[config.mk]
export PLATFORM = sky130hd
export DESIGN_NAME = cr16_fetch
export DESIGN_NICKNAME = d
export VERILOG_FILES = /design/src/rtl/cr16_pkg.sv /design/src/rtl/cr16_fetch.sv
export SDC_FILE = /design/constraint.sdc
export NUM_CORES = 2
export LEC_CHECK = 0
export BUFFER_PORTS_ARGS = -buffer_cell sky130_fd_sc_hd__clkbuf_2
export CORE_UTILIZATION = 40
export DETAILED_ROUTE_END_ITERATION = 8
export PLACE_DENSITY_LB_ADDON = 0.15
export SYNTH_ARGS = -nofsm -noshare
export SYNTH_HDL_FRONTEND = slang
export SYNTH_SLANG_ARGS = --single-unit
[constraint.sdc]
create_clock -name clk -period 2.98 [get_ports clk]
set_clock_uncertainty 0.2 [all_clocks]
set_input_delay 0.745 -clock clk [delete_from_list [all_inputs] [get_ports clk]]
set_output_delay 0.745 -clock clk [all_outputs]
set_load 0.05 [all_outputs]
[src/rtl/cr16_pkg.sv]
// shared widths, opcodes, FSM states and instruction views for the cr16 core, imported by every block
`default_nettype none

package cr16_pkg;

    // architecture widths
    localparam int data_w    = 16;
    localparam int pc_w      = 8;   // 256-word instruction memory
    localparam int reg_idx_w = 4;   // sixteen registers

    // opcodes, same code in ext (register form) and top nibble (immediate form)
    localparam logic [3:0] op_nop  = 4'h0;
    localparam logic [3:0] op_and  = 4'h1;
    localparam logic [3:0] op_or   = 4'h2;
    localparam logic [3:0] op_xor  = 4'h3;
    localparam logic [3:0] op_lsh  = 4'h4;
    localparam logic [3:0] op_add  = 4'h5;
    localparam logic [3:0] op_addu = 4'h6;
    localparam logic [3:0] op_addc = 4'h7;
    localparam logic [3:0] op_sub  = 4'h9;
    localparam logic [3:0] op_subc = 4'hA;
    localparam logic [3:0] op_cmp  = 4'hB;
    localparam logic [3:0] op_mov  = 4'hD;
    // 8 (not) and C (ashu) not implemented, decoded as nop

    // control FSM, one pass per instruction
    typedef enum logic [1:0] {
        st_fetch  = 2'd0,   // ir <= mem[pc], pc++
        st_decode = 2'd1,   // fields out, regfile read
        st_exec   = 2'd2    // alu, flags, writeback
    } state_t;

    // register form, top nibble zero
    typedef struct packed {
        logic [3:0]           major;  // always 0 here
        logic [reg_idx_w-1:0] rdest;
        logic [3:0]           ext;    // opcode
        logic [reg_idx_w-1:0] rsrc;
    } instr_rr_t;

    // immediate form, top nibble is the opcode
    typedef struct packed {
        logic [3:0]           op;     // nonzero
        logic [reg_idx_w-1:0] rdest;
        logic [7:0]           imm;
    } instr_imm_t;

    // same 16-bit word, two readings
    typedef union packed {
        instr_rr_t  rr;
        instr_imm_t im;
    } instr_t;

endpackage

`default_nettype wire

[src/rtl/cr16_fetch.sv]
// instruction fetch for the cr16 core: program counter, loadable instruction memory and instruction register
`timescale 1ns/1ps
`default_nettype none

module cr16_fetch (
    input  logic                     clk,
    input  logic                     reset,
    input  logic                     run,
    input  logic                     prog_we,     // load strobe, one cycle
    input  logic [cr16_pkg::pc_w-1:0] prog_addr,
    input  cr16_pkg::instr_t         prog_data,
    input  logic                     pc_en,
    input  logic                     ir_en,
    output cr16_pkg::instr_t         instr
);
    import cr16_pkg::*;

    localparam int mem_depth = 1 << pc_w;

    instr_t           imem [0:mem_depth-1];   // filled through the program port
    logic [pc_w-1:0]  pc;
    instr_t           ir;

    // program load port works only while halted
    always_ff @(posedge clk) begin
        if (prog_we && !run) begin
            imem[prog_addr] <= prog_data;
        end
    end

    // pc wraps 255 to 0 by width
    always_ff @(posedge clk or negedge reset) begin
        if (!reset) begin
            pc <= '0;
        end else if (pc_en) begin
            pc <= pc + 1'b1;
        end
    end

    // instruction register
    always_ff @(posedge clk or negedge reset) begin
        if (!reset) begin
            ir <= '0;   // reads as nop
        end else if (ir_en) begin
            ir <= imem[pc];   // word at the old pc
        end
    end

    assign instr = ir;

endmodule

`default_nettype wire

==> flow_summary.ini <==
[clock_network]
clk_pin_slew_ns = 0.06
htree_num_levels = 5
clock_path_buffers = 4
cts_sinks = 4120
cts_buffers = 433
cts_tree = built
clock-root-buffer = clkbuf_16
clk_latency_ns = 1.02

[global_routing]
grtUsageTotal_pct = 25.2
antenna_found_initial = 26
grt_max_degree = 113
grt_pass1_wl_mm = 699
overflow = 0
grt_pass1_vias = 84100

[sta]
relSlewSlack_pct = 20.7
rsz0062_at_grt = true
holdWs_ns = 0.0636
fmaxAchievable_mhz = 283
finalCritPeriodShare_pct = 118
slew_violations = 0
hold_viol = 0
period_needed_ns = 3.53
tns_ns = -7.82
setup_violations = 16
tightest_slew_ns = 1.18
fin_ws_ns = -0.548

[route]
drt_iter0_drc = 10600
first_pass_iters = 7
antenna_left = 0
route.detailed.drc = 0
via_per_inst = 5.83
routed_wl_mm = 509
via_count = 84200
avgRoutedWirePerCell_um = 35.2

[placement]
gp_congestion = 0.961
hpwl_mm = 326
portBuffers = 45
dp.cells = 13500

[logic_synthesis]
ys_seq_area_share_pct = 77.6
synth_edf_count = 4096
synth-seq-cells = 4120
async_reset_ff_share_pct = 0.583
syn_inst = 7364
ys.flop_type = edfxtp_1
synth_cell_types = 71
syn_nets = 7395
syn_area_sq_um = 159000
ys_warn_count = 0
avgSynthCellArea_sq_um = 21.6

[worst_setup_path]
reg2reg_depth = 12
cp-end-kind = flop
worst_ep_required_time_ns = 3.66
cp_max_fo = 8
worstReg2RegStart = pc[0]$_DFFE_PN0P_
cp-start-kind = flop
cp-startpoint = pc[0]$_DFFE_PN0P_
worstPathArrival_ns = 4.20
crit_type = flop to flop

[min_path]
hp-class = primary input to flop
min_from = prog_data[12]
worstHoldPathCells = 1

[die]
start_util_pct = 40.2
ioPinCount = 46
die_w_um = 633
dieArea_sq_um = 401000
rows = 231
coreArea_sq_um = 396000
die_h_um = 633

[power]
sw_frac_of_total_pct = 33.1
clkPwrFrac_pct = 28.1
switching_power_mw = 61.5
power.total_mw = 186
pwr-share-comb_pct = 37.1
seq_power_share_pct = 34.8
p_per_area_nw_per_um2 = 944
intPower_mw = 124
leakage_nw = 64.1
ir_drop_mv = 0.687

[status]
status = complete, but fails checks
violations = negative setup slack

[finish]
nFillCells = 31800
final_core_util_pct = 49.6
final_cells = 14400
final_cell_mix = 4096 x edfxtp_1, 885 x buf_4, 862 x mux4_2
multi_input_area_sq_um = 34600
nNetsFinal = 8872
syn_to_final_growth_pct = 23.3
regArea_sq_um = 124000
final_common_cell = edfxtp_1
drive_gt1_share_pct = 36.6

[run]
maxCapViolCount = 0
[registers in the layout, summed over array words and instances (netlist names)]
name,count
imem,4096
pc,8
instr,16
[through the flow]
step / setup slack, ns / cell area [sq um]
floorplan: -0.146 / 159000
global placement: -1.77 / 179000
detailed placement: -1.72 / 179000
CTS: -0.538 / 195000
global route: -0.588 / 196000
finish: -0.548 / 197000
[cell type report]
class / count / area share, %
antenna: 8 / 0.0102
clock buffer: 523 / 5.73
clock inverter: 269 / 1.18
inverter: 11 / 0.0261
multi-input combinational: 2790 / 17.6
sequential: 4120 / 62.9
tap: 5242 / 3.34
timing repair buffer: 1485 / 9.18
[critical path, stage by stage, from the launching register on]
cell	delay, ns
dfrtp_4	0.54
buf_12	0.16
buf_12	0.14
buf_12	0.14
buf_12	0.14
buf_16	0.14
buf_8	0.11
mux4_2	0.50
o21ai_2	0.20
a21oi_4	0.14
nor4_4	0.50
a211oi_4	0.17
a211o_1	0.29
[synthesized netlist by cell type, types with 24 or more instances]
cell type	count	share of area (%)
buf_6	79	0.56
mux2i_1	490	3.1
buf_2	85	0.27
nand3_1	59	0.19
mux4_2	862	12
a22oi_1	123	0.58
o31ai_1	36	0.17
a221o_1	27	0.17
mux2_2	36	0.25
nor3_1	27	0.085
a221oi_1	92	0.51
o22ai_1	37	0.15
dfrtp_1	24	0.38
nor2b_1	25	0.098
edfxtp_1	4096	77
a31oi_1	35	0.14
nand2_1	152	0.36
o21ai_0	84	0.26
clkbuf_1	194	0.46
a21oi_1	158	0.50
nor2_1	311	0.73
o221ai_1	29	0.16
buf_4	38	0.18
a211oi_1	37	0.17
[routing by layer]
metal | part of all wire, % | wire length (um) | GRT usage (%)
met1 | 42 | 214000 | 36.1
met2 | 47 | 238000 | 39.8
met3 | 7.6 | 38800 | 3.86
met4 | 3.5 | 17800 | 8.06
met5 | 0.0043 | 22 | 0
[power by group through the flow]
stage	logic [mW]	registers, mW	clock network (mW)
2_1_floorplan	30.2	65.6	0
3_3_place_gp	61.8	65.7	0
3_5_place_dp	61.8	65.7	0
4_1_cts	66.7	64.5	53.0
5_1_grt	70.9	64.5	55.0
6_report	68.8	64.5	52.2
[final timing paths]
path | end | slack [ns]
worst max register to register | instr[3]$_DFFE_PN0P_ | -0.55
max in group asynchronous | instr[3]$_DFFE_PN0P_ | 1.54
min in group asynchronous | instr[8]$_DFFE_PN0P_ | 0.25
worst min register to register | pc[7]$_DFFE_PN0P_ | 0.36
worst min-delay path | imem[164][12]$_DFFE_PP_ | 0.06
worst max-delay path | instr[3]$_DFFE_PN0P_ | -0.55
[repair_timing]
action	CTS	global route
endpoints found under the setup margin	26	16
cloned	18	7
hold buffers	13	0
pin swaps	37	47
endpoints found under the hold margin	232	0
gates resized for setup	264	135
buffers inserted	62	68
[cell families after synthesis]
group | count (synthesis) | synth area share, %
adder cells (fa/ha/maj) | 1 | 0.00785
flip-flops | 4120 | 77.6
AND/OR/NAND/NOR | 650 | 1.76
multiplexers | 1388 | 15.5
buffers and inverters | 454 | 1.81
XOR/XNOR | 7 | 0.0385
AO/OA/AOI/OAI | 744 | 3.30
(Power assumes the default switching activity.)
