`config.mk`:
```
export PLATFORM = sky130hd
export DESIGN_NAME = cr16_control
export DESIGN_NICKNAME = d
export VERILOG_FILES = /design/src/rtl/cr16_pkg.sv /design/src/rtl/cr16_control.sv
export SDC_FILE = /design/constraint.sdc
export NUM_CORES = 1
export LEC_CHECK = 0
export BUFFER_PORTS_ARGS = -buffer_cell sky130_fd_sc_hd__buf_4
export CORE_AREA = 2 2 39 41
export CTS_CLUSTER_DIAMETER = 60
export DETAILED_ROUTE_END_ITERATION = 10
export DIE_AREA = 0 0 41 43
export HOLD_SLACK_MARGIN = 0.15
export PLACE_DENSITY = 0.7
export SETUP_SLACK_MARGIN = 0.5
export SYNTH_ARGS = -nofsm -noshare
export SYNTH_HDL_FRONTEND = slang
export SYNTH_SLANG_ARGS = --single-unit
```
`constraint.sdc`:
```
create_clock -name clk -period 1.1 [get_ports clk]
set_clock_uncertainty 0.15 [all_clocks]
set_input_delay 0.055 -clock clk [delete_from_list [all_inputs] [get_ports clk]]
set_output_delay 0.055 -clock clk [all_outputs]
set_load 0.02 [all_outputs]
```
`src/rtl/cr16_pkg.sv`:
```
// shared widths, opcodes, FSM states and instruction views for the cr16 core, imported by every block
`default_nettype none

package cr16_pkg;

    // architecture widths
    localparam int data_w    = 16;
    localparam int pc_w      = 8;   // 256-word instruction memory
    localparam int reg_idx_w = 4;   // sixteen registers

    // opcodes, same code in ext (register form) and top nibble (immediate form)
    localparam logic [3:0] op_nop  = 4'h0;
    localparam logic [3:0] op_and  = 4'h1;
    localparam logic [3:0] op_or   = 4'h2;
    localparam logic [3:0] op_xor  = 4'h3;
    localparam logic [3:0] op_lsh  = 4'h4;
    localparam logic [3:0] op_add  = 4'h5;
    localparam logic [3:0] op_addu = 4'h6;
    localparam logic [3:0] op_addc = 4'h7;
    localparam logic [3:0] op_sub  = 4'h9;
    localparam logic [3:0] op_subc = 4'hA;
    localparam logic [3:0] op_cmp  = 4'hB;
    localparam logic [3:0] op_mov  = 4'hD;
    // 8 (not) and C (ashu) not implemented, decoded as nop

    // control FSM, one pass per instruction
    typedef enum logic [1:0] {
        st_fetch  = 2'd0,   // ir <= mem[pc], pc++
        st_decode = 2'd1,   // fields out, regfile read
        st_exec   = 2'd2    // alu, flags, writeback
    } state_t;

    // register form, top nibble zero
    typedef struct packed {
        logic [3:0]           major;  // always 0 here
        logic [reg_idx_w-1:0] rdest;
        logic [3:0]           ext;    // opcode
        logic [reg_idx_w-1:0] rsrc;
    } instr_rr_t;

    // immediate form, top nibble is the opcode
    typedef struct packed {
        logic [3:0]           op;     // nonzero
        logic [reg_idx_w-1:0] rdest;
        logic [7:0]           imm;
    } instr_imm_t;

    // same 16-bit word, two readings
    typedef union packed {
        instr_rr_t  rr;
        instr_imm_t im;
    } instr_t;

endpackage

`default_nettype wire

```
`src/rtl/cr16_control.sv`:
```
// control FSM and instruction decoder for the cr16 core, sequences fetch, decode and execute per instruction
`timescale 1ns/1ps
`default_nettype none

module cr16_control (
    input  logic                          clk,
    input  logic                          reset,
    input  logic                          run,
    input  cr16_pkg::instr_t              instr,    // from ir
    output logic                          pc_en,
    output logic                          ir_en,
    output logic                          reg_we,
    output logic                          exec_en,
    output logic                          imm_sel,  // high selects imm8 as operand
    output logic                          retire,   // one cycle per instruction
    output logic [3:0]                    op,
    output logic [cr16_pkg::reg_idx_w-1:0] rdest,
    output logic [cr16_pkg::reg_idx_w-1:0] rsrc,
    output logic [7:0]                    imm8
);
    import cr16_pkg::*;

    state_t     state;
    state_t     next_state;
    logic [3:0] raw_op;     // opcode before reserved mapping
    logic       is_rr;

    // supported subset only
    function automatic logic op_valid(input logic [3:0] code);
        case (code)
            op_and, op_or, op_xor, op_lsh,
            op_add, op_addu, op_addc,
            op_sub, op_subc, op_cmp, op_mov: op_valid = 1'b1;
            default:                          op_valid = 1'b0;   // nop, not, ashu, e, f
        endcase
    endfunction

    // state register
    always_ff @(posedge clk or negedge reset) begin
        if (!reset) begin
            state <= st_fetch;
        end else begin
            state <= next_state;
        end
    end

    // fixed three-cycle sequence that halts only in fetch
    always_comb begin
        case (state)
            st_fetch:  next_state = run ? st_decode : st_fetch;
            st_decode: next_state = st_exec;
            st_exec:   next_state = st_fetch;
            default:   next_state = st_fetch;
        endcase
    end

    // decode of the union
    always_comb begin
        is_rr = (instr.rr.major == 4'h0);
        if (is_rr) begin
            raw_op  = instr.rr.ext;
            imm_sel = 1'b0;
        end else begin
            raw_op  = instr.im.op;
            imm_sel = 1'b1;
        end
        rdest = instr.rr.rdest;   // same bits in both views
        rsrc  = instr.rr.rsrc;    // ignored in imm form
        imm8  = instr.im.imm;     // ignored in rr form
        op    = op_valid(raw_op) ? raw_op : op_nop;
    end

    // strobes from state
    always_comb begin
        pc_en   = (state == st_fetch) && run;
        ir_en   = (state == st_fetch) && run;
        exec_en = (state == st_exec);
        retire  = (state == st_exec);
        // cmp only sets flags and nop writes nothing
        reg_we  = (state == st_exec) && (op != op_nop) && (op != op_cmp);
    end

endmodule

`default_nettype wire

```
==> results.txt <==
Final #Nets: 95
Crit Path Max Fanout: 3
Root Buffer: clkbuf_4
Fraction of layout cells with a size suffix above 1: 0.811
Max-cap violations: 0
Failing checks: negative hold slack, negative setup slack
Endpoints failing hold: 13
Iteration-0 DRC count of the detailed router: 6
Avg Vias per Cell: 4.58
Hold WS: -0.0400 ns
CP Launch Type: flip-flop
Most frequent cells in the layout: buf_6 (18), buf_4 (16)
Reg2reg start: state[1]$_DFF_PN0_
Placed cell count: 85
Core Area: 1380 um2
Worst reg-to-reg setup slack: 0.15 ns
Filler Cell Count: 121
Largest net degree at the start of global routing: 8
Crit Path Category: reg2out
Clock latency on the worst-skew pair: 0.22 ns
# hold bufs at CTS: 1
Biggest regs: state: 2 flops
Die ar.: 1760 um2
Minimum clock period: 1.28 ns
CP Launch Point: state[0]$_DFF_PN0_
Max Slew Vio Count: 0
CTS tree: built
Hpwl dp: 834 um
Max Fclk: 0.784 GHz
Vias in the first global route: 431
Slowest-stage cell, CP: dfrtp_1
Port bufs: 24
Worst VDD drop: 0.635 mV
GP Congestion: 0.656
Reg2reg path depth: 1
Distinct cells, synth: 20
Non-Filler Instances: 90
H-tree depth: 1
Most common cell after layout, fill and taps aside: buf_6
Total Wirelength: 1060 um
# DRC: 0
Relative slew slack: 0.796
CTS buffer count: 3
Detailed-route via count: 412
Least-Margin Pin Slew: 0.301 ns
Register area share after synthesis: 0.136
Synth warn: 0
Post-route ant nets: 0
Synth Register Bits: 2
# setup viols final: 9
Post-DR wirelength/cell: 11.8 um
Clock net sink count: 2
Mapped Area: 368 um2
Final Cycle Share: 1.16
RSZ-0062 raised after global routing: yes
Initial antenna violation count: 0
Synth area leaders: buf_4 (37%), dfrtp_1 (14%), inv_1 (5.1%), nor2_1 (4.1%), a31oi_1 (3.4%)
CP Capture Type: output pin
CP Data Arrival Time: 1.07 ns
Grt ovf: 0
Io pins: 45
Worst endpoint required time: 0.89 ns
Max reg flops: 2
Ant. Diodes: 0
Leakage: 0.358 nW
Final Worst Setup Slack: -0.176 ns
Crit-path max cell delay: 0.40 ns
All-layer global routing usage: 0.141
Most flop-heavy register: state
HP Class: in2out
CP Cell Sequence: nand2b_4, a41oi_2, buf_4
Cell taking the most area after synthesis: buf_4
Die Ht: 43 um
Hold path start: instr[10]
Power per cell area: 790 nW/um2
Mapped Cells: 51
Power consumption: 0.000626 W
Syn avg cell area: 7.21 um2
Syn Nets: 70
Die width: 41 um
Initial Util: 0.266
Layout area overhead: 115%
Pre-Repair DR Iteration Count: 2
Post-synth top area share: 0.367
Status: finished with violations
Worst hold path cell count: 0
Rows: 14
First-pass GRT wire length: 1660 um
CTS clk-pin slew, worst paths: 0.03 ns
Max clock buf depth: 2
[metrics by stage]
stage	TNS (ns)	area [um2]	setup WS, ns	utilization
final	-1.05	792	-0.176	0.572
after global routing	-1.54	792	-0.222	0.572
after CTS	-1.16	771	-0.194	0.557
after detailed placement	-0.518	619	-0.159	0.448
after global placement	-0.443	619	-0.166	0.448
after floorplan	-0.0198	468	-0.0198	-
[per-layer routing]
layer  global-route usage  wire [um]  vias to the layer above
met5                    0          0                        -
met4               0.0800          0                        0
met3               0.0366         98                        0
met2                0.228        545                       23
met1                0.154        416                      181
li1                     -          -                      208
[cells by family after synthesis]
family | after synthesis | synth area share
DFF | 2 | 0.136
AOI/OAI and AO/OA | 12 | 0.245
and+or+nand+nor | 14 | 0.201
buffers and inverters | 23 | 0.418
[power by group]
part	switching, W	internal [W]
logic	0.000167	0.000204
clock network	0.0000367	0.000120
registers	0.0000139	0.0000846
[synth_stat cells, drive strengths merged]
cell	count
buf	18
inv	5
nor2	4
a21oi	3
nand2	3
a31oi	2
dfrtp	2
nand2b	2
nor2b	2
a2bb2oi	1
a31o	1
a32o	1
a41oi	1
nor3b	1
nor4	1
nor4b	1
o21ai	1
o21bai	1
o311ai	1
[worst max-delay path, delay by kind of cell (launching register included)]
kind / cells / cell delay, ns
flip-flops: 1 / 0.40
AND/OR/NAND/NOR: 1 / 0.16
buffers and inverters: 1 / 0.16
AO/OA/AOI/OAI: 1 / 0.14
[worst paths after layout]
path	endpoint
worst max-delay path	reg_we
worst min-delay path	rdest[2]
worst max register to register	state[0]$_DFF_PN0_
worst min register to register	state[0]$_DFF_PN0_
max in group asynchronous	state[1]$_DFF_PN0_
min in group asynchronous	state[1]$_DFF_PN0_
[area by class of cell]
class                   count  area (um2)  share of cell area
clock buffers               3        22.5              0.0284
inverters                   5        18.8              0.0237
repair buffers             38         388               0.490
flip-flops and latches      2        51.3              0.0648
well taps                  16        20.0              0.0253
multi-input cells          26         292               0.368
[repair_timing]
item                                    4_1_cts  5_1_grt
hold endpoints to repair                     15       15
gates resized for setup                      25        6
pin swaps                                     4        1
setup buffers                                 1        0
endpoints found under the setup margin       15       13
gates cloned                                  0        0
Note: power is estimated with default switching activity, not from simulation.
