## src/rtl/cr16_pkg.sv

```systemverilog
// shared widths, opcodes, FSM states and instruction views for the cr16 core, imported by every block
`default_nettype none

package cr16_pkg;

    // architecture widths
    localparam int data_w    = 16;
    localparam int pc_w      = 8;   // 256-word instruction memory
    localparam int reg_idx_w = 4;   // sixteen registers

    // opcodes, same code in ext (register form) and top nibble (immediate form)
    localparam logic [3:0] op_nop  = 4'h0;
    localparam logic [3:0] op_and  = 4'h1;
    localparam logic [3:0] op_or   = 4'h2;
    localparam logic [3:0] op_xor  = 4'h3;
    localparam logic [3:0] op_lsh  = 4'h4;
    localparam logic [3:0] op_add  = 4'h5;
    localparam logic [3:0] op_addu = 4'h6;
    localparam logic [3:0] op_addc = 4'h7;
    localparam logic [3:0] op_sub  = 4'h9;
    localparam logic [3:0] op_subc = 4'hA;
    localparam logic [3:0] op_cmp  = 4'hB;
    localparam logic [3:0] op_mov  = 4'hD;
    // 8 (not) and C (ashu) not implemented, decoded as nop

    // control FSM, one pass per instruction
    typedef enum logic [1:0] {
        st_fetch  = 2'd0,   // ir <= mem[pc], pc++
        st_decode = 2'd1,   // fields out, regfile read
        st_exec   = 2'd2    // alu, flags, writeback
    } state_t;

    // register form, top nibble zero
    typedef struct packed {
        logic [3:0]           major;  // always 0 here
        logic [reg_idx_w-1:0] rdest;
        logic [3:0]           ext;    // opcode
        logic [reg_idx_w-1:0] rsrc;
    } instr_rr_t;

    // immediate form, top nibble is the opcode
    typedef struct packed {
        logic [3:0]           op;     // nonzero
        logic [reg_idx_w-1:0] rdest;
        logic [7:0]           imm;
    } instr_imm_t;

    // same 16-bit word, two readings
    typedef union packed {
        instr_rr_t  rr;
        instr_imm_t im;
    } instr_t;

endpackage

`default_nettype wire

```

## src/rtl/cr16_execute.sv

```systemverilog
// cr16 execute stage: operand select, immediate extension, ALU and the C F L N Z flag register
`timescale 1ns/1ps
`default_nettype none

module cr16_execute (
    input  logic                       clk,
    input  logic                       reset,
    input  logic                       exec_en,
    input  logic [3:0]                 op,
    input  logic                       imm_sel,
    input  logic [7:0]                 imm8,
    input  logic [cr16_pkg::data_w-1:0] rdest_data,
    input  logic [cr16_pkg::data_w-1:0] rsrc_data,
    output logic [cr16_pkg::data_w-1:0] result,
    output logic [4:0]                 flags    // {c, f, l, n, z}
);
    import cr16_pkg::*;

    logic [data_w-1:0] operand;
    logic              logic_op;     // and/or/xor take zero-extended imm
    logic [data_w:0]   sum;          // extra bit is carry
    logic [data_w:0]   diff;         // extra bit is borrow
    logic [4:0]        shamt;
    logic [4:0]        shmag;
    logic              flag_c, flag_f, flag_l, flag_n, flag_z;

    assign logic_op = (op == op_and) || (op == op_or) || (op == op_xor);

    // operand select
    always_comb begin
        if (!imm_sel) begin
            operand = rsrc_data;
        end else if (logic_op) begin
            operand = {{(data_w-8){1'b0}}, imm8};
        end else begin
            operand = {{(data_w-8){imm8[7]}}, imm8};
        end
    end

    // carry/borrow in only for addc/subc
    assign sum   = {1'b0, rdest_data} + {1'b0, operand}
                 + {{data_w{1'b0}}, (op == op_addc) && flag_c};
    assign diff  = {1'b0, rdest_data} - {1'b0, operand}
                 - {{data_w{1'b0}}, (op == op_subc) && flag_c};
    assign shamt = operand[4:0];                            // signed shift count
    assign shmag = shamt[4] ? (~shamt + 5'd1) : shamt;      // -16 -> 16

    always_comb begin
        case (op)
            op_and:                   result = rdest_data & operand;
            op_or:                    result = rdest_data | operand;
            op_xor:                   result = rdest_data ^ operand;
            op_add, op_addu, op_addc: result = sum[data_w-1:0];
            op_sub, op_subc:          result = diff[data_w-1:0];
            op_mov:                   result = operand;
            op_lsh:                   result = shamt[4] ? (rdest_data >> shmag)   // logical
                                                        : (rdest_data << shmag);
            default:                  result = rdest_data;   // cmp, nop, not written
        endcase
    end

    // flag register, per opcode
    always_ff @(posedge clk or negedge reset) begin
        if (!reset) begin
            {flag_c, flag_f, flag_l, flag_n, flag_z} <= '0;
        end else if (exec_en) begin
            case (op)
                op_add, op_addc: begin
                    flag_c <= sum[data_w];
                    flag_f <= (rdest_data[data_w-1] == operand[data_w-1]) &&
                              (sum[data_w-1] != rdest_data[data_w-1]);
                end
                op_sub, op_subc: begin
                    flag_c <= diff[data_w];   // borrow
                    flag_f <= (rdest_data[data_w-1] != operand[data_w-1]) &&
                              (diff[data_w-1] != rdest_data[data_w-1]);
                end
                op_cmp: begin
                    flag_z <= (rdest_data == operand);
                    flag_l <= (rdest_data < operand);
                    flag_n <= ($signed(rdest_data) < $signed(operand));
                end
                default: ;   // flags hold
            endcase
        end
    end

    assign flags = {flag_c, flag_f, flag_l, flag_n, flag_z};

endmodule

`default_nettype wire

```

## config.mk

```make
export PLATFORM = sky130hd
export DESIGN_NAME = cr16_execute
export DESIGN_NICKNAME = d
export VERILOG_FILES = /design/src/rtl/cr16_pkg.sv /design/src/rtl/cr16_execute.sv
export SDC_FILE = /design/constraint.sdc
export NUM_CORES = 1
export LEC_CHECK = 0
export ABC_AREA = 1
export BUFFER_PORTS_ARGS = -buffer_cell sky130_fd_sc_hd__buf_2
export CORE_ASPECT_RATIO = 0.9
export CORE_MARGIN = 2
export CORE_UTILIZATION = 44
export DETAILED_ROUTE_END_ITERATION = 10
export PLACE_DENSITY = 0.68
export SYNTH_ARGS = -nofsm -noshare
export SYNTH_HDL_FRONTEND = slang
export SYNTH_SLANG_ARGS = --single-unit
```

## constraint.sdc

```tcl
create_clock -name clk -period 2.5 [get_ports clk]
set_clock_uncertainty 0.15 [all_clocks]
set_input_delay 0.125 -clock clk [delete_from_list [all_inputs] [get_ports clk]]
set_output_delay 0.125 -clock clk [all_outputs]
set_load 0.01 [all_outputs]
```

==> out/metrics.csv <==
metric,value,unit
Net Switching,1670,uW
static leakage,0.00450,uW
synthesized area per cell,5.41,sq um
Num CTS Buffers,3,
RSZ-0062 raised after global routing,true,
DR DRC count,0,
worst-path cell chain,"nand3_2, fa_2, inv_2, ha_4, nor2_4, o21ai_4, nand3_2, nand2_2, buf_6, a21oi_2, o21ai_1, and3_1, a21oi_2, buf_2",
CP peak stage delay,0.58,ns
vias in the first global route,7404,
"Seq/Total Area, Yosys",2.24,%
failing checks,setup timing,
Rows,39,
Slew @ Worst Pin,0.693,ns
Placed Area,7680,sq um
worst setup margin,-0.493,ns
placer congestion estimate,1.05,
combinational power share,88.0,%
CTS Root Cell,clkbuf_16,
Slew headroom,53.7,%
Final period util,120,%
compound-gate portion of the synthesized area,17.5,%
largest family of logic cells by synthesized area,simple AND/OR/NAND/NOR gates,
CP Capture Type,output pin,
min Tclk post-route,2.99,ns
Buf/Inv on CP,3,
DR pass1 iterations,6,
cell area after layout,8540,sq um
H-tree Lvls,1,
Simple-Gate Fraction of Synth Area,46.8,%
Synth cell types,48,
first-pass GRT wire length,38500,microns
core area,12500,sq um
DRT iter0 DRCs,822,
CP max stage cell,fa_2,
Internal Power,1540,uW
critical path's top delay family,adder cells,
Setup crit start kind,flop,
pin count of the biggest net entering global routing,27,
synthesized area,5580,sq um
HP Class,input port to asynchronous set/reset pin,
cell count after synthesis,1031,
sw frac,52.0,%
Die H,111,microns
Clock Tree Buf Depth,2,
max_cap viols,0,
mux share of post-synthesis cell area,0,%
Hold Fails Final Rpt,0,
die area,13600,sq um
Skew-Pair Late Insertion Delay,0.23,ns
# setup viols final,18,
Synth area leader,nand2_1,
PortBufs,68,
Final Total Pwr,3200,uW
Max Fclk,334,MHz
Synth Area in Adders,21.2,%
clk sinks,5,
via/cell ratio,5.48,
critical path class,flop to output pin,
"Clk pin slew, worst setup/hold paths",0.04,ns
layout cell share with drive strength beyond 1,36.5,%
Seq cells post-synth,5,
Post-synth ARST share,100,%
pwr dens,375,nW/um^2
CP Max Fanout,4,
register share of total power,3.6,%
WP data arrival,2.72,ns
fin util,68.1,%
status,finished with violations,
largest cells by area after synthesis,"nand2_1 (24%), ha_1 (20%), nand3_1 (10%)",
Routed WL,25200,microns
GRT Overall Usage,36.0,%
final net count,1428,
max-slew violation count,0,
Wirelength per Cell,17.4,microns
GRT overflow,0,
initial antenna violation count,1,
Antenna Nets Post-Route,0,
peak supply drop,0.496,mV
vias,7960,
Die Span X,123,microns
dominant synthesized flop cell,dfrtp_1,
Initial Util,44.5,%
Post-Synth XOR/XNOR Area,0.314,%
top-area cell type share of the netlist area,23.7,%
DP HPWL,20000,microns
Mapped Nets,1171,
IO Pins,69,
"EDFF count, synth",0,
share of power burned in the clock network,8.5,%
hold_ws,0.0931,ns
area grow syn2layout,53.2,%
CTS tree,done,
WP data required,2.23,ns
synth warn,0,
metrics by stage:
| stage | instances | worst slack (ns) | TNS [ns] |
|---|---|---|---|
| after floorplan | 1031 | -0.0456 | -0.0778 |
| after global placement | 1429 | -0.507 | -6.09 |
| after detailed placement | 1429 | -0.503 | -6.52 |
| after CTS | 1445 | -0.403 | -4.91 |
| after global routing | 1451 | -0.591 | -8.31 |
| final | 1452 | -0.493 | -6.58 |
state kept, by name, indices dropped and copies added (netlist names):
register	cells
flag_c	1
flag_f	1
flag_l	1
flag_n	1
flag_z	1
repair_timing:
action	4_1_cts	5_1_grt
setup endpoints to repair	18	20
pin swaps	27	30
hold buffers	1	0
hold endpoints to repair	5	0
gates resized for setup	98	60
cloned	0	0
setup buffers	11	6
cell type report:
cell class	instances	area, sq um
inverter	118	448
clock buffer	4	78.8
fill	1109	4000
multi-input combinational	876	5590
tap	164	205
timing repair buffer	284	2100
antenna	1	2.50
sequential	5	125
kinds of logic (layout without fill, tap and decap cells):
family                   Yosys count  in the layout
AND/OR/NAND/NOR                  605            605
AO/OA/AOI/OAI                    177            177
buffers and inverters            150            406
adder cells (fa/ha/maj)           92             92
flip-flops                         5              5
XOR/XNOR                           2              2
other                              0              1
final timing paths:
path                                         start                  to  slack [ns]  cells after the start
worst max-delay path            flag_c$_DFFE_PN0P_           result[7]       -0.49                     14
worst min-delay path                         reset  flag_c$_DFFE_PN0P_        0.09                      2
worst max register to register  flag_c$_DFFE_PN0P_  flag_c$_DFFE_PN0P_       -0.43                     18
worst min register to register  flag_z$_DFFE_PN0P_  flag_z$_DFFE_PN0P_        0.35                      2
max in group asynchronous                    reset  flag_l$_DFFE_PN0P_        1.96                      2
min in group clk                           exec_en  flag_n$_DFFE_PN0P_        0.13                      3
power groups by stage:
stage	Combinational (uW)	Sequential (uW)	Clock (uW)
after detailed placement	2370	112	0
after CTS	2580	112	274
final	2820	115	271
after floorplan	1390	108	0
after global placement	2350	111	0
after global routing	3030	116	277
metal layers:
layer / GRT usage, % / part of all wire [%] / vias up
li1: - / - / 3888
met2: 54.3 / 43 / 426
met4: 9.66 / 2.7 / 0
met3: 8.02 / 12 / 42
met1: 51.1 / 43 / 3604
met5: 0 / 0 / -
cell usage in the layout, fill, tap and decap left out, types with 5 or more instances in the layout:
cell,Yosys,final
inv_2,7,23
ha_1,88,66
dfrtp_1,5,5
o21ai_1,9,20
a21oi_2,0,21
nor3_2,1,6
ha_4,0,22
nor2_4,1,5
nand4_1,11,11
buf_4,10,201
o21ai_2,1,11
buf_2,5,68
nor2_1,83,71
or2_2,7,6
buf_6,8,5
o211ai_1,5,5
o22ai_1,9,8
nor3_1,10,5
nand2_1,353,331
nand3_1,111,94
nand3_2,1,16
inv_1,109,91
a21oi_1,82,59
o21ai_4,0,5
nand2_4,6,14
buf_12,0,9
o21a_1,5,5
o21ai_0,49,23
nor2_2,1,9
nand2_2,10,24
cells in the mapped netlist, drive strengths merged, types with 5 or more instances:
library cell  number
o21ai             59
nor2              85
ha                88
nand2            369
a21oi             82
buf               23
o211ai             5
nor3              12
inv              116
o21a               5
dfrtp              5
nand3            112
or2                7
o22ai              9
clkbuf             9
nand4             12
No activity file was read; power rests on OpenSTA's default activity.
