==> config.mk <==
export PLATFORM = sky130hd
export DESIGN_NAME = cr16_regfile
export DESIGN_NICKNAME = d
export VERILOG_FILES = /design/src/rtl/cr16_pkg.sv /design/src/rtl/cr16_regfile.sv
export SDC_FILE = /design/constraint.sdc
export NUM_CORES = 1
export LEC_CHECK = 0
export ABC_CLOCK_PERIOD_IN_PS = 3900
export BUFFER_PORTS_ARGS = -buffer_cell sky130_fd_sc_hd__buf_2
export CAP_MARGIN = 20
export CORE_ASPECT_RATIO = 0.5
export CORE_MARGIN = 2
export CORE_UTILIZATION = 67
export CTS_CLUSTER_SIZE = 40
export DETAILED_ROUTE_END_ITERATION = 10
export GPL_ROUTABILITY_DRIVEN = 0
export GPL_TIMING_DRIVEN = 0
export PLACE_DENSITY = 0.89
export SLEW_MARGIN = 5
export SYNTH_ARGS = -nofsm -noshare
export SYNTH_HDL_FRONTEND = slang
export SYNTH_SLANG_ARGS = --single-unit
==> constraint.sdc <==
create_clock -name clk -period 3.9 [get_ports clk]
set_input_delay 0.195 -clock clk [delete_from_list [all_inputs] [get_ports clk]]
set_output_delay 0.195 -clock clk [all_outputs]
set_load 0.01 [all_outputs]
==> src/rtl/cr16_pkg.sv <==
// shared widths, opcodes, FSM states and instruction views for the cr16 core, imported by every block
`default_nettype none

package cr16_pkg;

    // architecture widths
    localparam int data_w    = 16;
    localparam int pc_w      = 8;   // 256-word instruction memory
    localparam int reg_idx_w = 4;   // sixteen registers

    // opcodes, same code in ext (register form) and top nibble (immediate form)
    localparam logic [3:0] op_nop  = 4'h0;
    localparam logic [3:0] op_and  = 4'h1;
    localparam logic [3:0] op_or   = 4'h2;
    localparam logic [3:0] op_xor  = 4'h3;
    localparam logic [3:0] op_lsh  = 4'h4;
    localparam logic [3:0] op_add  = 4'h5;
    localparam logic [3:0] op_addu = 4'h6;
    localparam logic [3:0] op_addc = 4'h7;
    localparam logic [3:0] op_sub  = 4'h9;
    localparam logic [3:0] op_subc = 4'hA;
    localparam logic [3:0] op_cmp  = 4'hB;
    localparam logic [3:0] op_mov  = 4'hD;
    // 8 (not) and C (ashu) not implemented, decoded as nop

    // control FSM, one pass per instruction
    typedef enum logic [1:0] {
        st_fetch  = 2'd0,   // ir <= mem[pc], pc++
        st_decode = 2'd1,   // fields out, regfile read
        st_exec   = 2'd2    // alu, flags, writeback
    } state_t;

    // register form, top nibble zero
    typedef struct packed {
        logic [3:0]           major;  // always 0 here
        logic [reg_idx_w-1:0] rdest;
        logic [3:0]           ext;    // opcode
        logic [reg_idx_w-1:0] rsrc;
    } instr_rr_t;

    // immediate form, top nibble is the opcode
    typedef struct packed {
        logic [3:0]           op;     // nonzero
        logic [reg_idx_w-1:0] rdest;
        logic [7:0]           imm;
    } instr_imm_t;

    // same 16-bit word, two readings
    typedef union packed {
        instr_rr_t  rr;
        instr_imm_t im;
    } instr_t;

endpackage

`default_nettype wire

==> src/rtl/cr16_regfile.sv <==
// cr16 register file, sixteen 16-bit registers with two read ports, one write port and a debug read port
`timescale 1ns/1ps
`default_nettype none

module cr16_regfile (
    input  logic                          clk,
    input  logic                          reset,
    input  logic                          we,
    input  logic [cr16_pkg::reg_idx_w-1:0] waddr,
    input  logic [cr16_pkg::reg_idx_w-1:0] raddr_a,
    input  logic [cr16_pkg::reg_idx_w-1:0] raddr_b,
    input  logic [cr16_pkg::reg_idx_w-1:0] dbg_addr,
    input  logic [cr16_pkg::data_w-1:0]    wdata,
    output logic [cr16_pkg::data_w-1:0]    rdata_a,
    output logic [cr16_pkg::data_w-1:0]    rdata_b,
    output logic [cr16_pkg::data_w-1:0]    dbg_data
);
    import cr16_pkg::*;

    localparam int num_regs = 1 << reg_idx_w;

    logic [data_w-1:0] regs [0:num_regs-1];

    // single write port, all cleared on reset
    always_ff @(posedge clk or negedge reset) begin
        if (!reset) begin
            for (int i = 0; i < num_regs; i++) begin
                regs[i] <= '0;
            end
        end else if (we) begin
            regs[waddr] <= wdata;
        end
    end

    assign rdata_a  = regs[raddr_a];    // rdest
    assign rdata_b  = regs[raddr_b];    // rsrc
    assign dbg_data = regs[dbg_addr];   // testbench peek

endmodule

`default_nettype wire

==> run_results.csv, run 1 <==
group,metric,value,unit
clock_network,clock_sink_count,256,
sta,fmax,0.2875,GHz
logic_synthesis,netlist.top_cell.by_area,"dfrtp_1",
setup_path,timing.critical_path.slowest_cell_delay,930,ps
sta,setup_violations,0,
placed_design,dpl.hpwl,32.82,mm
logic_synthesis,yosysWarnings,0,
drt,drt-pass1-iter-count,7,
logic_synthesis,syn-mean-instance-area,15.39,sq um
power_and_ir_drop,total_power,8893,uW
layout,regMostFlops,"regs",
sta,drv_slew,0,
power_and_ir_drop,irDropWorstVdd,0.2811,mV
layout,area_delta_synth_final,11.29,%
clock_network,clk_transition_reported_paths,70,ps
power_and_ir_drop,power.static_leakage,0.006976,uW
drt,drt-vias-per-instance,8.075,
drt,drtAntennaViolNets,0,
global_route,gr-usage-all-layers,43.63,%
global_route,grt_start_max_net_pins,123,
setup_path,worst_setup_path_start_kind,"input pin",
worst_hold_path,type_of_the_worst_min_delay_path,"in -> reg",
die,fp.dieW,216.7,microns
global_route,first_global_vias,11470,
global_route,grt.busiest_layer,"met2",
clock_network,ctsRootBufferMaster,"clkbuf_16",
setup_path,critical_path.max_fanout,10,
setup_path,critical_path_depth,6,
layout,largest_reg_flops,256,
layout,final_common_cell,"dfrtp_1",
sta,fin_crit,3478,ps
logic_synthesis,postSynthCellCount,985,
die,placeableCoreArea,21920,sq um
drt,route.detailed.wl_per_inst,35.60,microns
setup_path,critPathBufInv,3,
sta,tightest_slew,1157,ps
power_and_ir_drop,power_density,527.0,nW/um^2
clock_network,cts_repair_resize_count,0,
setup_path,critPathKind,"in -> out",
sta,grt_setup_unrepaired,"no",
sta,final_min_period_over_clock_period,89.17,%
logic_synthesis,yosysTopAreaCellShare,42.25,%
sta,max-slew-margin-rel,22.86,%
logic_synthesis,count_of_state_elements_after_synthesis,256,
logic_synthesis,synth_ff_type,"dfrtp_1",
sta,timing.hold.ws,0.6530,ps
drt,detailroute.via_count,11480,
layout,commonest_cells_after_routing_fill_and_taps_aside,"256 x dfrtp_1, 206 x mux2_2, 192 x mux4_2",
global_route,gr-usage-met1,54.98,%
logic_synthesis,syn_nets,1020,
drt,drt-initial-drc-count,2148,
sta,timing.setup.tns,0,ps
logic_synthesis,post_synth_num_cell_types,22,
die,core.rowCount,38,
sta,final_hold_viol_count,0,
setup_path,cp_cell_sequence,"clkbuf_1, clkbuf_1, mux4_2, a22oi_1, nand2_1, buf_2",
setup_path,crit_slowest_cell,"clkbuf_1",
setup_path,cp-startpoint,"dbg_addr[1]",
layout,nets,1137,
setup_path,crit_path_end,"dbg_data[7]",
setup_path,timing.critical_path.required,3700,ps
layout,multi_input_combinational_cell_area,8314,sq um
die,die_height,110.4,microns
global_route,use_met3,23.13,%
die,die-area,23920,sq um
setup_path,cp_common_cell,"clkbuf_1",
clock_network,tritoncts.num_buffers,23,
placed_design,port_buffers,75,
die,floorplan.initialDensity,69.17,%
drt,route.final.wire_length,50.62,mm
global_route,grt_antenna_before_repair,1,
logic_synthesis,synth_sequential_area_ratio,42.25,%
drt,drc,0,
die,num_io_pins,83,
setup_path,r2r_end,"regs[218]$_DFFE_PN0P_",
setup_path,critical_path.top_delay_family,"buffers and inverters",
global_route,gr-usage-met2,63.60,%
clock_network,cts_max_level,1,
job,maxCapViolCount,0,
logic_synthesis,main_area_contributors_after_synthesis,"dfrtp_1 42%, mux4_2 29%, mux2_2 15%, a22oi_1 4.8%, mux2_1 3.7%",
global_route,first_pass_grt_wire_length,73.13,mm
setup_path,r2r_cells,1,
layout,register_area,6406,sq um
setup_path,timing.critical_path.arrival,3280,ps
logic_synthesis,syn_std_cell_area,15160,sq um
setup_path,ff2ff_setup_slack,2960,ps
clock_network,clk_latency,530,ps
sta,fin_skew,0,ps
status,outcome,"finished clean",
layout,biggestRegsByFlops,"regs x256",
global_route,globalRouteOverflowTotal,0,
logic_synthesis,postSynth.asyncResetShare,100.0,%
layout,post_route_cells_drive_above_1_share,50.18,%
clock_network,cts_tree,"built",
logic_synthesis,synth_enable_flop_cells,0,
setup_path,reg2reg_from,"regs[218]$_DFFE_PN0P_",
layout,number_of_fill_cells,1159,
clock_network,max_root_sink_buffers,3,
setup_path,cp-end-kind,"output port",
-- cells by family after synthesis --
| family | share of synthesized area, % |
|---|---|
| flops | 42.25 |
| simple gates | 2.550 |
| buf+inv | 2.913 |
| compound gates | 4.753 |
| mux | 47.53 |
-- area by class of cell --
cell class | count | share of cell area, %
clock inverter | 13 | 0.7193
sequential | 256 | 37.97
antenna | 4 | 0.05932
multi-input combinational | 628 | 49.27
clock buffer | 28 | 3.641
timing repair buffer | 92 | 3.500
buffer | 101 | 2.618
tap | 300 | 2.225
-- Yosys cell counts (all sizes together) (3+ instances only) --
cell type	count
nand3b	3
buf	47
nor2b	6
nand2b	3
a22oi	96
and2	3
or3	3
mux4	192
dfrtp	256
nand2	50
clkbuf	54
nor2	13
mux2	256
-- layer usage --
layer  vias to the layer above  part of all wire, %
met5                         -                0.089
met4                         2                  6.0
met3                       294                   18
met2                      1205                   42
met1                      5783                   33
li1                       4199                    -
-- how the worst min path moves through the flow --
| stage | from | to | slack (ps) | cells after the start |
|---|---|---|---|---|
| after CTS | wdata[15] | regs[15]$_DFFE_PN0P_ | 2 | 2 |
| final | wdata[15] | regs[15]$_DFFE_PN0P_ | 0.7 | 2 |
| after floorplan | reset | regs[0]$_DFFE_PN0P_ | -100 | 0 |
| after detailed placement | reset | regs[32]$_DFFE_PN0P_ | 180 | 1 |
| after global routing | wdata[15] | regs[79]$_DFFE_PN0P_ | 3 | 2 |
| after global placement | regs[220]$_DFFE_PN0P_ | regs[220]$_DFFE_PN0P_ | 500 | 1 |
-- repair_timing --
| item | 4_1_cts | 5_1_grt |
|---|---|---|
| hold buffers | 15 | 0 |
| endpoints found under the hold margin | 126 | 0 |
| setup buffers | 0 | 0 |
-- through the flow --
step | setup slack (ps) | instance area [sq um] | utilization [%] | cells
global route | 531.0 | 16860 | 76.94 | 1418
detailed placement | 780.2 | 15980 | 72.90 | 1362
finish | 422.3 | 16870 | 76.98 | 1422
CTS | 757.5 | 16860 | 76.94 | 1418
floorplan | 2188 | 15160 | - | 985
global placement | -1733 | 15910 | 72.60 | 1360
-- report_power, final --
part	leakage, uW	switching [uW]	internal (uW)
Clock	0.000370	1090	1260
Combinational	0.00347	1120	1480
Sequential	0.00314	670	3270
(Power assumes the default switching activity.)
==> run 2: changes to the inputs <==
--- a/config.mk
+++ b/config.mk
@@ -5,17 +5,19 @@
 export SDC_FILE = /design/constraint.sdc
 export NUM_CORES = 1
 export LEC_CHECK = 0
-export ABC_CLOCK_PERIOD_IN_PS = 3900
+export ABC_CLOCK_PERIOD_IN_PS = 3300
 export BUFFER_PORTS_ARGS = -buffer_cell sky130_fd_sc_hd__buf_2
 export CAP_MARGIN = 20
+export CELL_PAD_IN_SITES_DETAIL_PLACEMENT = 1
+export CELL_PAD_IN_SITES_GLOBAL_PLACEMENT = 1
 export CORE_ASPECT_RATIO = 0.5
 export CORE_MARGIN = 2
-export CORE_UTILIZATION = 67
+export CORE_UTILIZATION = 53
 export CTS_CLUSTER_SIZE = 40
 export DETAILED_ROUTE_END_ITERATION = 10
 export GPL_ROUTABILITY_DRIVEN = 0
 export GPL_TIMING_DRIVEN = 0
-export PLACE_DENSITY = 0.89
+export PLACE_DENSITY = 0.84
 export SLEW_MARGIN = 5
 export SYNTH_ARGS = -nofsm -noshare
 export SYNTH_HDL_FRONTEND = slang
==> constraint.sdc (replaced) <==
create_clock -name clk -period 3.3 [get_ports clk]
set_input_delay 0.165 -clock clk [delete_from_list [all_inputs] [get_ports clk]]
set_output_delay 0.165 -clock clk [all_outputs]
set_load 0.01 [all_outputs]
==> run 2 against run 1 <==
Sequential share of layout area fell by 0.53 points. Via count fell by 1.5%. Non-clock buffer count rose by 2. Critical endpoint is now rdata_a[7]. Largest power group unchanged. Highest routed layer unchanged.
==> run_results.csv, run 2 (synthesis gave the netlist of run 1 again) <==
group,metric,value,unit
status,outcome,"finished clean",
setup_path,cp_cell_sequence,"clkbuf_1, clkbuf_1, mux4_2, a22oi_1, nand2_1, buf_2",
setup_path,worst_setup_path_start_kind,"input pin",
layout,postLayoutCellArea,17110,sq um
clock_network,cts_repair_resize_count,0,
global_route,first_pass_grt_wire_length,82.66,mm
drt,drc,0,
global_route,grt_antenna_before_repair,1,
die,core.rowCount,43,
layout,fin_cells,1508,
die,num_io_pins,83,
sta,fin_skew,0,ps
setup_path,critPathKind,"in -> out",
sta,fin_crit,3218,ps
job,maxCapViolCount,0,
sta,drv_slew,0,
clock_network,clk_latency,560,ps
clock_network,cts_tree,"built",
global_route,first_global_vias,11960,
die,fp.dieW,243.2,microns
layout,commonest_cells_after_routing_fill_and_taps_aside,"256 x dfrtp_1, 206 x mux2_2, 192 x mux4_2",
setup_path,crit_slowest_cell,"a22oi_1",
drt,drt-vias-per-instance,7.498,
setup_path,cp-end-kind,"output port",
setup_path,critical_path.max_fanout,10,
global_route,globalRouteOverflowTotal,0,
layout,post_route_cells_drive_above_1_share,50.44,%
clock_network,clock_sink_count,256,
sta,max-slew-margin-rel,24.97,%
sta,final_hold_viol_count,0,
sta,fmax,0.3108,GHz
placed_design,placed_cells_incl_taps,1444,
sta,grt_setup_unrepaired,"no",
setup_path,cp_common_cell,"clkbuf_1",
die,floorplan.initialDensity,54.30,%
clock_network,max_root_sink_buffers,3,
die,placeableCoreArea,27920,sq um
sta,timing.hold.ws,108.0,ps
global_route,grt_start_max_net_pins,107,
drt,route.final.wire_length,56.63,mm
drt,drt-pass1-iter-count,6,
global_route,gr-usage-all-layers,38.81,%
die,die-area,30060,sq um
power_and_ir_drop,total_power,10960,uW
setup_path,timing.critical_path.slowest_cell_delay,750,ps
placed_design,dpl.hpwl,36.94,mm
sta,tightest_slew,1125,ps
layout,final_common_cell,"dfrtp_1",
layout,largest_reg_flops,256,
layout,biggestRegsByFlops,"regs x256",
power_and_ir_drop,power.static_leakage,0.007050,uW
sta,final_min_period_over_clock_period,97.51,%
drt,drtAntennaViolNets,0,
sta,setup_violations,0,
placed_design,port_buffers,75,
layout,area_delta_synth_final,12.86,%
layout,regMostFlops,"regs",
clock_network,tritoncts.num_buffers,25,
layout,nets,1141,
clock_network,ctsRootBufferMaster,"clkbuf_16",
drt,drt-initial-drc-count,1818,
drt,route.detailed.wl_per_inst,37.56,microns
die,die_height,123.6,microns
power_and_ir_drop,power_density,640.6,nW/um^2
clock_network,cts_max_level,1,
drt,detailroute.via_count,11310,
setup_path,timing.critical_path.arrival,3050,ps
clock_network,clk_transition_reported_paths,70,ps
power_and_ir_drop,irDropWorstVdd,0.3732,mV
setup_path,timing.critical_path.required,3130,ps
worst_hold_path,type_of_the_worst_min_delay_path,"in -> async",
placed_design,detailed_place.area,16080,sq um
-- run 2: cell count changes in the layout (fill, tap and decap cells not counted), sizes merged --
cell and change:
bufinv +1, clkbuf +4, clkinvlp -1, diode -2, dlygate4sd3 +2
-- run 2: worst max-delay path, delay by kind of cell --
kind | cells | cell delay, ps
buf+inv | 3 | 1490
compound gates | 1 | 750
mux | 1 | 410
simple gates | 1 | 230
-- run 2: path summary, 6_finish.rpt --
| kind | from | end | slack (ps) | depth (start not counted) |
|---|---|---|---|---|
| max in group asynchronous | reset | regs[233]$_DFFE_PN0P_ | 1830 | 4 |
| setup reg to reg | regs[238]$_DFFE_PN0P_ | regs[238]$_DFFE_PN0P_ | 2380 | 1 |
| hold reg to reg | regs[226]$_DFFE_PN0P_ | regs[226]$_DFFE_PN0P_ | 540 | 1 |
| min in group clk | waddr[3] | regs[36]$_DFFE_PN0P_ | 340 | 4 |
| setup / recovery | raddr_a[1] | rdata_a[7] | 80 | 6 |
| hold / removal | reset | regs[96]$_DFFE_PN0P_ | 110 | 2 |
-- run 2: cell type report --
type | instances | area (sq um)
fill | 2524 | 10810
multi-input combinational | 628 | 8314
sequential | 256 | 6406
clock buffer | 32 | 711.9
timing repair buffer | 94 | 610.6
tap | 382 | 478.0
buffer | 101 | 441.7
clock inverter | 13 | 143.9
antenna | 2 | 5.005
-- run 2: per-layer routing --
layer / share of wire [%] / vias up / global-route usage, %
met4: 3.7 / 2 / 14.26
met2: 45 / 908 / 58.78
li1: - / 4214 / -
met5: 0.046 / - / 0.6536
met3: 14 / 206 / 16.01
met1: 37 / 5977 / 50.88
-- run 2: timing repair --
item | in CTS | in global routing
hold endpoints to repair | 148 | 0
buffers inserted | 0 | 0
hold buffers | 17 | 0
-- run 2: where the power goes --
part | switching, uW | internal (uW) | leakage [uW] | total (uW)
Combinational | 1390 | 1750 | 0.00348 | 3140
Sequential | 819 | 3870 | 0.00314 | 4690
Clock | 1370 | 1760 | 0.000435 | 3130
-- run 2: per-stage QoR --
stage / setup WS [ps] / TNS (ps) / util, %
after floorplan: 1648 / 0 / -
after global routing: 86.11 / 0 / 61.26
after detailed placement: 326.4 / 0 / 57.59
after CTS: 296.5 / 0 / 61.26
after global placement: -2490 / -629480 / 57.36
final: 82.32 / 0 / 61.28
